==> src/hw/isa_pkg.sv <==
// --------------------------------------
// RV32 architectural types shared by the
// register, CSR and hazard logic
// --------------------------------------
`default_nettype none

package isa_pkg;

	typedef logic [4:0]  reg_idx_t;
	typedef logic [11:0] csr_addr_t;
	typedef logic [31:0] word_t;

	// csr side effect carried down the pipe with each instruction
	typedef enum logic [2:0] {
		CSR_NONE  = 3'd0,
		CSR_CSRRW = 3'd1,
		CSR_CSRRS = 3'd2,
		CSR_ECALL = 3'd3
	} csr_op_t;

	// machine-mode csrs implemented here
	localparam csr_addr_t MSTATUS = 12'h300;
	localparam csr_addr_t MTVEC   = 12'h305;
	localparam csr_addr_t MEPC    = 12'h341;
	localparam csr_addr_t MCAUSE  = 12'h342;

	// ecall writes mepc/mcause, so it counts as a csr write
	function automatic logic csr_writes(csr_op_t op);
		return (op == CSR_CSRRW) || (op == CSR_CSRRS) || (op == CSR_ECALL);
	endfunction

endpackage

`default_nettype wire

==> src/hw/pipe_pkg.sv <==
// --------------------------------------
// stage traffic into the operand stage:
// decode request, execute and lsu writes
// --------------------------------------
`default_nettype none

package pipe_pkg;

	import isa_pkg::*;

	// decode read request
	typedef struct packed {
		logic      ren0;
		reg_idx_t  rs0;
		logic      ren1;
		reg_idx_t  rs1;
		logic      csr_ren;
		csr_addr_t csr_raddr;
		// high while decode holds an instruction
		logic      busy;
	} id_req_t;

	// what the instruction in execute will write
	typedef struct packed {
		logic      wd;
		reg_idx_t  wreg;
		csr_op_t   csr_op;
		csr_addr_t csr_waddr;
		word_t     csr_wdata;
		logic      busy;
	} exu_wr_t;

	// load/store result, valid pulses on retire
	typedef struct packed {
		logic      wd;
		reg_idx_t  wreg;
		word_t     reg_wdata;
		logic      mem_to_reg;
		csr_op_t   csr_op;
		csr_addr_t csr_waddr;
		word_t     csr_wdata;
		logic      valid;
		logic      busy;
	} lsu_wr_t;

	// operands handed back to decode
	typedef struct packed {
		word_t op0;
		word_t op1;
		word_t csr_val;
	} operands_t;

endpackage

`default_nettype wire

==> src/hw/csr_file.sv <==
// --------------------------------------
// machine CSRs: mstatus, mtvec, mepc and
// mcause, written on lsu retire
// --------------------------------------
`default_nettype none

module csr_file
	import isa_pkg::*;
(
	input  logic      clock_i,
	input  logic      reset_i,
	input  csr_addr_t raddr_i,
	input  logic      we_i,
	input  csr_addr_t waddr_i,
	input  word_t     wdata_i,
	output word_t     rdata_o
);

	word_t mstatus_q;
	word_t mtvec_q;
	word_t mepc_q;
	word_t mcause_q;

	always_ff @(posedge clock_i) begin
		if (reset_i) begin
			mstatus_q <= '0;
			mtvec_q   <= '0;
			mepc_q    <= '0;
			mcause_q  <= '0;
		end else if (we_i) begin
			case (waddr_i)
				MSTATUS: mstatus_q <= wdata_i;
				MTVEC:   mtvec_q   <= wdata_i;
				MEPC:    mepc_q    <= wdata_i;
				MCAUSE:  mcause_q  <= wdata_i;
				// unimplemented address, write dropped
				default: ;
			endcase
		end
	end

	always_comb begin
		case (raddr_i)
			MSTATUS: rdata_o = mstatus_q;
			MTVEC:   rdata_o = mtvec_q;
			MEPC:    rdata_o = mepc_q;
			MCAUSE:  rdata_o = mcause_q;
			default: rdata_o = '0;
		endcase
	end

endmodule

`default_nettype wire

==> src/hw/hazard_unit.sv <==
// --------------------------------------
// RAW hazard detection, decode stall and
// bypass data for register and CSR reads
// --------------------------------------
`default_nettype none

module hazard_unit
	import isa_pkg::*;
	import pipe_pkg::*;
(
	input  logic    clock_i,
	input  logic    reset_i,
	input  id_req_t id_req_i,
	input  exu_wr_t exu_wr_i,
	input  lsu_wr_t lsu_wr_i,
	output logic    conflict_reg0_o,
	output logic    conflict_reg1_o,
	output logic    conflict_csr_o,
	output logic    stall_o,
	output word_t   reg_bypass_o,
	output word_t   csr_bypass_o
);

	typedef enum logic {
		ST_RUN,
		ST_WAIT_LSU
	} state_t;

	state_t   state_q;
	state_t   state_d;

	reg_idx_t src0;
	reg_idx_t src1;
	reg_idx_t exu_dst;
	reg_idx_t lsu_dst;

	logic     id_busy;
	logic     exu_busy;
	logic     lsu_busy;

	logic     exu_hit0;
	logic     exu_hit1;
	logic     lsu_hit0;
	logic     lsu_hit1;
	logic     exu_conflict;
	logic     lsu_conflict;
	logic     exu_csr_hit;
	logic     lsu_csr_hit;

	logic     lsu_valid_q;
	word_t    lsu_wdata_q;
	word_t    lsu_capt_q;

	// disabled sources and destinations collapse to x0
	assign src0    = id_req_i.ren0 ? id_req_i.rs0 : '0;
	assign src1    = id_req_i.ren1 ? id_req_i.rs1 : '0;
	assign exu_dst = exu_wr_i.wd ? exu_wr_i.wreg : '0;
	assign lsu_dst = lsu_wr_i.wd ? lsu_wr_i.wreg : '0;

	assign id_busy  = id_req_i.busy;
	assign exu_busy = exu_wr_i.busy;
	// lsu result still in flight for one cycle after retire
	assign lsu_busy = lsu_wr_i.busy | lsu_valid_q;

	assign exu_hit0 = (src0 != '0) && (src0 == exu_dst) && exu_busy && id_busy;
	assign exu_hit1 = (src1 != '0) && (src1 == exu_dst) && exu_busy && id_busy;
	assign lsu_hit0 = (src0 != '0) && (src0 == lsu_dst) && lsu_busy && id_busy;
	assign lsu_hit1 = (src1 != '0) && (src1 == lsu_dst) && lsu_busy && id_busy;

	assign exu_conflict = exu_hit0 | exu_hit1;
	assign lsu_conflict = lsu_hit0 | lsu_hit1;

	assign conflict_reg0_o = exu_hit0 | lsu_hit0;
	assign conflict_reg1_o = exu_hit1 | lsu_hit1;

	assign exu_csr_hit = id_req_i.csr_ren && id_busy && exu_busy
		&& (id_req_i.csr_raddr == exu_wr_i.csr_waddr) && csr_writes(exu_wr_i.csr_op);
	assign lsu_csr_hit = id_req_i.csr_ren && id_busy && lsu_busy
		&& (id_req_i.csr_raddr == lsu_wr_i.csr_waddr) && csr_writes(lsu_wr_i.csr_op);

	assign conflict_csr_o = exu_csr_hit | lsu_csr_hit;

	// younger csr value from execute wins
	assign csr_bypass_o = exu_csr_hit ? exu_wr_i.csr_wdata :
		lsu_csr_hit ? lsu_wr_i.csr_wdata : '0;

	always_ff @(posedge clock_i) begin
		if (reset_i) begin
			lsu_valid_q <= 1'b0;
		end else begin
			lsu_valid_q <= lsu_wr_i.valid;
		end
	end

	always_ff @(posedge clock_i) begin
		lsu_wdata_q <= lsu_wr_i.reg_wdata;
	end

	always_ff @(posedge clock_i) begin
		if (reset_i) begin
			state_q <= ST_RUN;
		end else begin
			state_q <= state_d;
		end
	end

	always_comb begin
		state_d = state_q;
		case (state_q)
			ST_RUN: begin
				if (lsu_conflict && !lsu_valid_q) begin
					state_d = ST_WAIT_LSU;
				end
			end
			ST_WAIT_LSU: begin
				if (lsu_valid_q) begin
					state_d = ST_RUN;
				end
			end
			default: state_d = ST_RUN;
		endcase
	end

	// execute hazards have no data path, so they stall too
	assign stall_o = (state_q == ST_RUN)
		? (exu_conflict || (lsu_conflict && !lsu_valid_q))
		: !lsu_valid_q;

	// hold the retired lsu result for the waiting reader
	always_ff @(posedge clock_i) begin
		if (lsu_valid_q && ((state_q == ST_WAIT_LSU) || lsu_conflict)) begin
			lsu_capt_q <= lsu_wdata_q;
		end
	end

	// non-load results are ready early, loads only after retire
	assign reg_bypass_o = lsu_valid_q ? lsu_wdata_q :
		(lsu_conflict && !lsu_wr_i.mem_to_reg) ? lsu_wr_i.reg_wdata :
		lsu_capt_q;

	a_no_stall_from_x0: assert property (@(posedge clock_i) disable iff (reset_i)
		$rose(stall_o) |->
			(id_req_i.ren0 && (id_req_i.rs0 != '0)) || (id_req_i.ren1 && (id_req_i.rs1 != '0)))
		else $error("stall raised without a nonzero source");

	a_wait_exit: assert property (@(posedge clock_i) disable iff (reset_i)
		(state_q == ST_WAIT_LSU) && !lsu_valid_q |=> (state_q == ST_WAIT_LSU))
		else $error("left wait_lsu without a delayed lsu valid");

endmodule

`default_nettype wire

==> src/hw/operand_select.sv <==
// --------------------------------------
// picks file read or bypass word for
// each source of the decode operands
// --------------------------------------
`default_nettype none

module operand_select
	import isa_pkg::*;
	import pipe_pkg::*;
(
	input  word_t     rdata0_i,
	input  word_t     rdata1_i,
	input  word_t     csr_rdata_i,
	input  word_t     reg_bypass_i,
	input  word_t     csr_bypass_i,
	input  logic      conflict_reg0_i,
	input  logic      conflict_reg1_i,
	input  logic      conflict_csr_i,
	output operands_t operands_o
);

	// both register sources share the one bypass word
	assign operands_o.op0     = conflict_reg0_i ? reg_bypass_i : rdata0_i;
	assign operands_o.op1     = conflict_reg1_i ? reg_bypass_i : rdata1_i;
	assign operands_o.csr_val = conflict_csr_i ? csr_bypass_i : csr_rdata_i;

endmodule

`default_nettype wire

==> src/hw/operand_stage.sv <==
// --------------------------------------
// operand stage top: register and CSR
// files, hazard unit and bypass select
// --------------------------------------
`default_nettype none

module operand_stage
	import isa_pkg::*;
	import pipe_pkg::*;
#(
	parameter int NUM_REGS = 32
) (
	input  logic      clock_i,
	input  logic      reset_i,
	input  id_req_t   id_req_i,
	input  exu_wr_t   exu_wr_i,
	input  lsu_wr_t   lsu_wr_i,
	output operands_t operands_o,
	output logic      conflict_reg0_o,
	output logic      conflict_reg1_o,
	output logic      conflict_csr_o,
	output logic      stall_o
);

	logic  reg_we;
	logic  csr_we;
	word_t rdata0;
	word_t rdata1;
	word_t csr_rdata;
	word_t reg_bypass;
	word_t csr_bypass;

	// lsu retire is the write-back port of both files
	assign reg_we = lsu_wr_i.valid && lsu_wr_i.wd && (lsu_wr_i.wreg != '0);
	assign csr_we = lsu_wr_i.valid && csr_writes(lsu_wr_i.csr_op);

	reg_file #(
		.NUM_REGS (NUM_REGS)
	) reg_file_i (
		.clock_i  (clock_i),
		.reset_i  (reset_i),
		.rs0_i    (id_req_i.rs0),
		.rs1_i    (id_req_i.rs1),
		.we_i     (reg_we),
		.wreg_i   (lsu_wr_i.wreg),
		.wdata_i  (lsu_wr_i.reg_wdata),
		.rdata0_o (rdata0),
		.rdata1_o (rdata1)
	);

	csr_file csr_file_i (
		.clock_i (clock_i),
		.reset_i (reset_i),
		.raddr_i (id_req_i.csr_raddr),
		.we_i    (csr_we),
		.waddr_i (lsu_wr_i.csr_waddr),
		.wdata_i (lsu_wr_i.csr_wdata),
		.rdata_o (csr_rdata)
	);

	hazard_unit hazard_unit_i (
		.clock_i         (clock_i),
		.reset_i         (reset_i),
		.id_req_i        (id_req_i),
		.exu_wr_i        (exu_wr_i),
		.lsu_wr_i        (lsu_wr_i),
		.conflict_reg0_o (conflict_reg0_o),
		.conflict_reg1_o (conflict_reg1_o),
		.conflict_csr_o  (conflict_csr_o),
		.stall_o         (stall_o),
		.reg_bypass_o    (reg_bypass),
		.csr_bypass_o    (csr_bypass)
	);

	operand_select operand_select_i (
		.rdata0_i        (rdata0),
		.rdata1_i        (rdata1),
		.csr_rdata_i     (csr_rdata),
		.reg_bypass_i    (reg_bypass),
		.csr_bypass_i    (csr_bypass),
		.conflict_reg0_i (conflict_reg0_o),
		.conflict_reg1_i (conflict_reg1_o),
		.conflict_csr_i  (conflict_csr_o),
		.operands_o      (operands_o)
	);

endmodule

`default_nettype wire

==> src/hw/reg_file.sv <==
// --------------------------------------
// integer register file, two reads and
// one write, x0 reads as zero
// --------------------------------------
`default_nettype none

module reg_file
	import isa_pkg::*;
#(
	parameter int NUM_REGS = 32
) (
	input  logic     clock_i,
	input  logic     reset_i,
	input  reg_idx_t rs0_i,
	input  reg_idx_t rs1_i,
	input  logic     we_i,
	input  reg_idx_t wreg_i,
	input  word_t    wdata_i,
	output word_t    rdata0_o,
	output word_t    rdata1_o
);

	word_t regs [NUM_REGS];

	always_ff @(posedge clock_i) begin
		if (reset_i) begin
			for (int i = 0; i < NUM_REGS; i++) begin
				regs[i] <= '0;
			end
		end else if (we_i && (wreg_i != '0) && (wreg_i < NUM_REGS)) begin
			regs[wreg_i] <= wdata_i;
		end
	end

	// indices past NUM_REGS (rv32e) read as zero
	assign rdata0_o = ((rs0_i != '0) && (rs0_i < NUM_REGS)) ? regs[rs0_i] : '0;
	assign rdata1_o = ((rs1_i != '0) && (rs1_i < NUM_REGS)) ? regs[rs1_i] : '0;

	a_wreg_range: assert property (@(posedge clock_i) disable iff (reset_i)
		we_i |-> (wreg_i < NUM_REGS))
		else $error("register write index %0d out of range", wreg_i);

endmodule

`default_nettype wire

==> config.mk <==
export PLATFORM = sky130hd
export DESIGN_NAME = operand_stage
export DESIGN_NICKNAME = d
export VERILOG_FILES = /design/src/hw/isa_pkg.sv /design/src/hw/pipe_pkg.sv /design/src/hw/csr_file.sv /design/src/hw/hazard_unit.sv /design/src/hw/operand_select.sv /design/src/hw/operand_stage.sv /design/src/hw/reg_file.sv
export SDC_FILE = /design/constraint.sdc
export NUM_CORES = 2
export LEC_CHECK = 0
export ABC_AREA = 1
export BUFFER_PORTS_ARGS = -buffer_cell sky130_fd_sc_hd__buf_2
export CAP_MARGIN = 20
export CELL_PAD_IN_SITES_DETAIL_PLACEMENT = 1
export CELL_PAD_IN_SITES_GLOBAL_PLACEMENT = 1
export CORE_ASPECT_RATIO = 0.5
export CORE_MARGIN = 2
export CORE_UTILIZATION = 42
export CTS_CLUSTER_DIAMETER = 120
export CTS_CLUSTER_SIZE = 12
export DETAILED_ROUTE_END_ITERATION = 16
export PLACE_DENSITY_LB_ADDON = 0.1
export SETUP_SLACK_MARGIN = 0.5
export SYNTH_ARGS = -nofsm -noshare
export SYNTH_HDL_FRONTEND = slang
export SYNTH_HIERARCHICAL = 1
export SYNTH_SLANG_ARGS = --single-unit
export TNS_END_PERCENT = 1
==> constraint.sdc <==
create_clock -name clock_i -period 2.5 [get_ports clock_i]
set_clock_uncertainty 0.1 [all_clocks]
set_input_delay 0.5 -clock clock_i [delete_from_list [all_inputs] [get_ports clock_i]]
set_output_delay 0.5 -clock clock_i [all_outputs]
set_load 0.05 [all_outputs]
==> summary.txt <==
status = finished with violations
violated checks = setup timing
Final Cycle Share = 1.426
Synth Warn # = 6
share of cells above drive strength 1 = 0.1541
Num CTS Buffers = 111
Clock Sinks = 1,218
Area growth syn-to-layout = 22.98%
# fillers = 19,990
sequential area share after synthesis = 0.5050
Worst Hold Launch = lsu_wr_i[13]
Async S/R FF share, synth = 0
Post-Syn Instances = 9,423
Synth cell types = 36
crit path launch = hazard_unit_i/lsu_valid_q
Crit Path Max Fanout = 7
Via-to-Cell Ratio = 5.758
pins over their slew limit = 0
min-delay worst type = in2reg
TNS Setup = -88.67 ns
hold depth = 5
Root Driver = clkbuf_16
Routed WL per cell = 25.21 um
r2r endpoint = hazard_unit_i/lsu_capt_q[22]
Max-Cap Viols = 0
Static Leak = 0.03733 uW
Fin. Hold Viols = 0
Crit Reg-Reg Startpoint = hazard_unit_i/lsu_valid_q
initial DRC count = 7,294
Arrival @ worst endpoint = 2.96 ns
dpl cell area = 80,060 um2
GPL Wtd Cong = 0.9066
Reg power frac = 0.475
Placed Cells = 11,960
hold endpoint = csr_file_i/mtvec_q[11]
Core Region = 163,800 um2
initial antenna violation count = 7
drt first pass iters = 7
Initial Utilization = 0.4225
register area = 34,950 um2
worst setup margin = -1.064 ns
Antenna Nets Post-Route = 0
r2r setup slk = 0.19 ns
fmax = 280.6 MHz
Die Span Y = 291.0 um
Sw Pwr = 15,000 uW
DRC = 0
combinational share of power = 0.192
RSZ-0062 raised after global routing = yes
Pint = 34,530 uW
GRT overflow = 0
CTS max path bufs = 3
multi-input combinational cell area = 30,240 um2
port bufs = 269
Worst Path Required = 1.90 ns
Final min period = 3.564 ns
first-pass GRT wire length = 450.4 mm
Worst Setup End Kind = primary output
vias in the first global route = 70,800
Pwr Density = 582.0 nW/um2
Yosys reg bits = 1,218
VDD IR-drop max = 0.5561 mV
I/O pins = 270
hold slack = 0.03967 ns
Sw Share = 0.3029
Vias = 70,280
Post-DP HPWL = 203.6 mm
worst-skew pair later-pin latency = 0.75 ns
Final Cell Area = 85,110 um2
relative slew slack = 0.3972
cells on worst reg2reg path = 12
Mapped Avg Cell Area = 7.345 um2
Startpoint Class = flip-flop
Post-synth EDFFs = 1,056
CTS tree = built
Final #Nets = 10,130
H-Tree Depth = 3
Total Routing Usage GR = 0.3553
Die Width = 578.1 um
setup violators final = 100
Clk pwr share = 0.333
ys flop type = edfxtp_1
row count = 105
die area = 168,200 um2
Finished Layout Cells = 12,210
worst slew pin tran = 0.9042 ns
Clock transition at path regs = 0.06 ns
WL final = 307.7 mm
area of the mapped netlist = 69,210 um2
largest net degree at the start of global routing = 65
crit path kind = reg2out
## sequential cells by signal, indices dropped and copies added (netlist names)
register / flops
reg_file_i/regs: 1024
csr_file_i/mepc_q: 32
csr_file_i/mcause_q: 32
hazard_unit_i/lsu_capt_q: 32
csr_file_i/mstatus_q: 32
hazard_unit_i/lsu_valid_q: 1
hazard_unit_i/lsu_wdata_q: 32
hazard_unit_i/state_q: 1
csr_file_i/mtvec_q: 32
## cell usage after synthesis (all sizes together), types with 5 or more instances
library cell,instances,area share
a21oi,160,0.012
buf,428,0.032
dfxtp,162,0.047
nand3,1259,0.091
clkbuf,326,0.018
nor3,18,0.0017
o22ai,5,0.00045
o21ai,452,0.033
edfxtp,1056,0.46
o211ai,23,0.0025
nor2,1992,0.11
xor2,8,0.0010
nand4,69,0.0062
inv,521,0.028
nand2,2932,0.16
## layout by cell type (no fill, tap or decap), types with 4 or more instances in the layout
| master | instances |
|---|---|
| a21oi_1 | 160 |
| buf_12 | 238 |
| buf_2 | 161 |
| buf_4 | 578 |
| buf_6 | 24 |
| buf_8 | 70 |
| clkbuf_1 | 50 |
| clkbuf_16 | 117 |
| conb_1 | 32 |
| dfxtp_1 | 161 |
| dlygate4sd3_1 | 65 |
| edfxtp_1 | 1056 |
| inv_1 | 503 |
| inv_2 | 8 |
| inv_8 | 5 |
| nand2_1 | 2648 |
| nand2_2 | 216 |
| nand2_4 | 56 |
| nand2_8 | 13 |
| nand3_1 | 1238 |
| nand3_2 | 21 |
| nand4_1 | 69 |
| nor2_1 | 1978 |
| nor2_2 | 6 |
| nor2_4 | 8 |
| nor3_1 | 13 |
| nor3_4 | 4 |
| o211ai_1 | 23 |
| o21ai_0 | 409 |
| o21ai_1 | 42 |
| o22ai_1 | 5 |
| xnor2_1 | 4 |
| xor2_1 | 8 |
## per-layer routing
metal / up-vias / share of wire / GRT usage
met4: 8 / 0.044 / 0.1442
met1: 35090 / 0.41 / 0.4858
met2: 3195 / 0.45 / 0.5696
met5: - / 0.00017 / 0
li1: 31380 / - / -
met3: 620 / 0.089 / 0.04645
## critical path, cell delays in order (launching register included)
cell       delay, ns
dfxtp_2         0.35
nor2_4          0.07
nor2_4          0.12
o21ai_1         0.07
nor2_1          0.13
nand3_2         0.13
nand2_4         0.18
buf_12          0.17
buf_12          0.16
clkbuf_16       0.16
nand3_1         0.11
nand3_2         0.13
nand2_2         0.08
nand2_1         0.10
nand2_2         0.08
buf_8           0.16
## logic make-up (layout without fill, tap and decap cells)
group | after synthesis | in the layout | share of synthesized area
simple gates | 6272 | 6273 | 0.3675
other cells | 1 | 34 | 0.00005418
xor+xnor | 12 | 12 | 0.001519
compound gates | 641 | 641 | 0.04733
buf+inv | 1279 | 1835 | 0.07859
flops | 1218 | 1218 | 0.5050
## worst max-delay path by stage
stage | end | slack [ns]
CTS | operands_o[92] | -0.99
finish | operands_o[89] | -1.06
global route | operands_o[89] | -1.16
detailed placement | operands_o[77] | -0.81
floorplan | operands_o[54] | -0.05
global placement | operands_o[60] | -0.80
## stage by stage
step / power (uW) / utilization / worst slack (ns)
finish: 49530 / 0.5195 / -1.064
global route: 50980 / 0.5195 / -1.156
CTS: 49410 / 0.5166 / -0.9947
detailed placement: 32820 / 0.4887 / -0.8113
global placement: 32650 / 0.4887 / -0.7993
floorplan: 28370 / - / -0.04894
## area by class of cell
| cell class | instances | share of cell area |
|---|---|---|
| Sequential cell | 1218 | 0.4107 |
| Multi-Input combinational cell | 6958 | 0.3553 |
| Timing Repair Buffer | 1141 | 0.1412 |
| Clock buffer | 163 | 0.03543 |
| Tap cell | 2193 | 0.03224 |
| Inverter | 525 | 0.02396 |
| Clock inverter | 6 | 0.001132 |
| Antenna cell | 2 | 0.00005880 |
## power groups by stage
stage / Sequential, uW / Clock [uW] / Combinational (uW)
floorplan: 23800 / 0 / 4610
global placement: 23900 / 0 / 8790
detailed placement: 23900 / 0 / 8910
CTS: 23500 / 16600 / 9290
global route: 23600 / 17400 / 10000
finish: 23500 / 16500 / 9510
## repair_timing
item	CTS	global route
endpoints found under the hold margin	64	0
gates resized for setup	232	98
gates cloned	1	6
hold buffers	65	0
pin swaps	9	40
endpoints found under the setup margin	133	323
setup buffers	2	3
(Power assumes the default switching activity.)
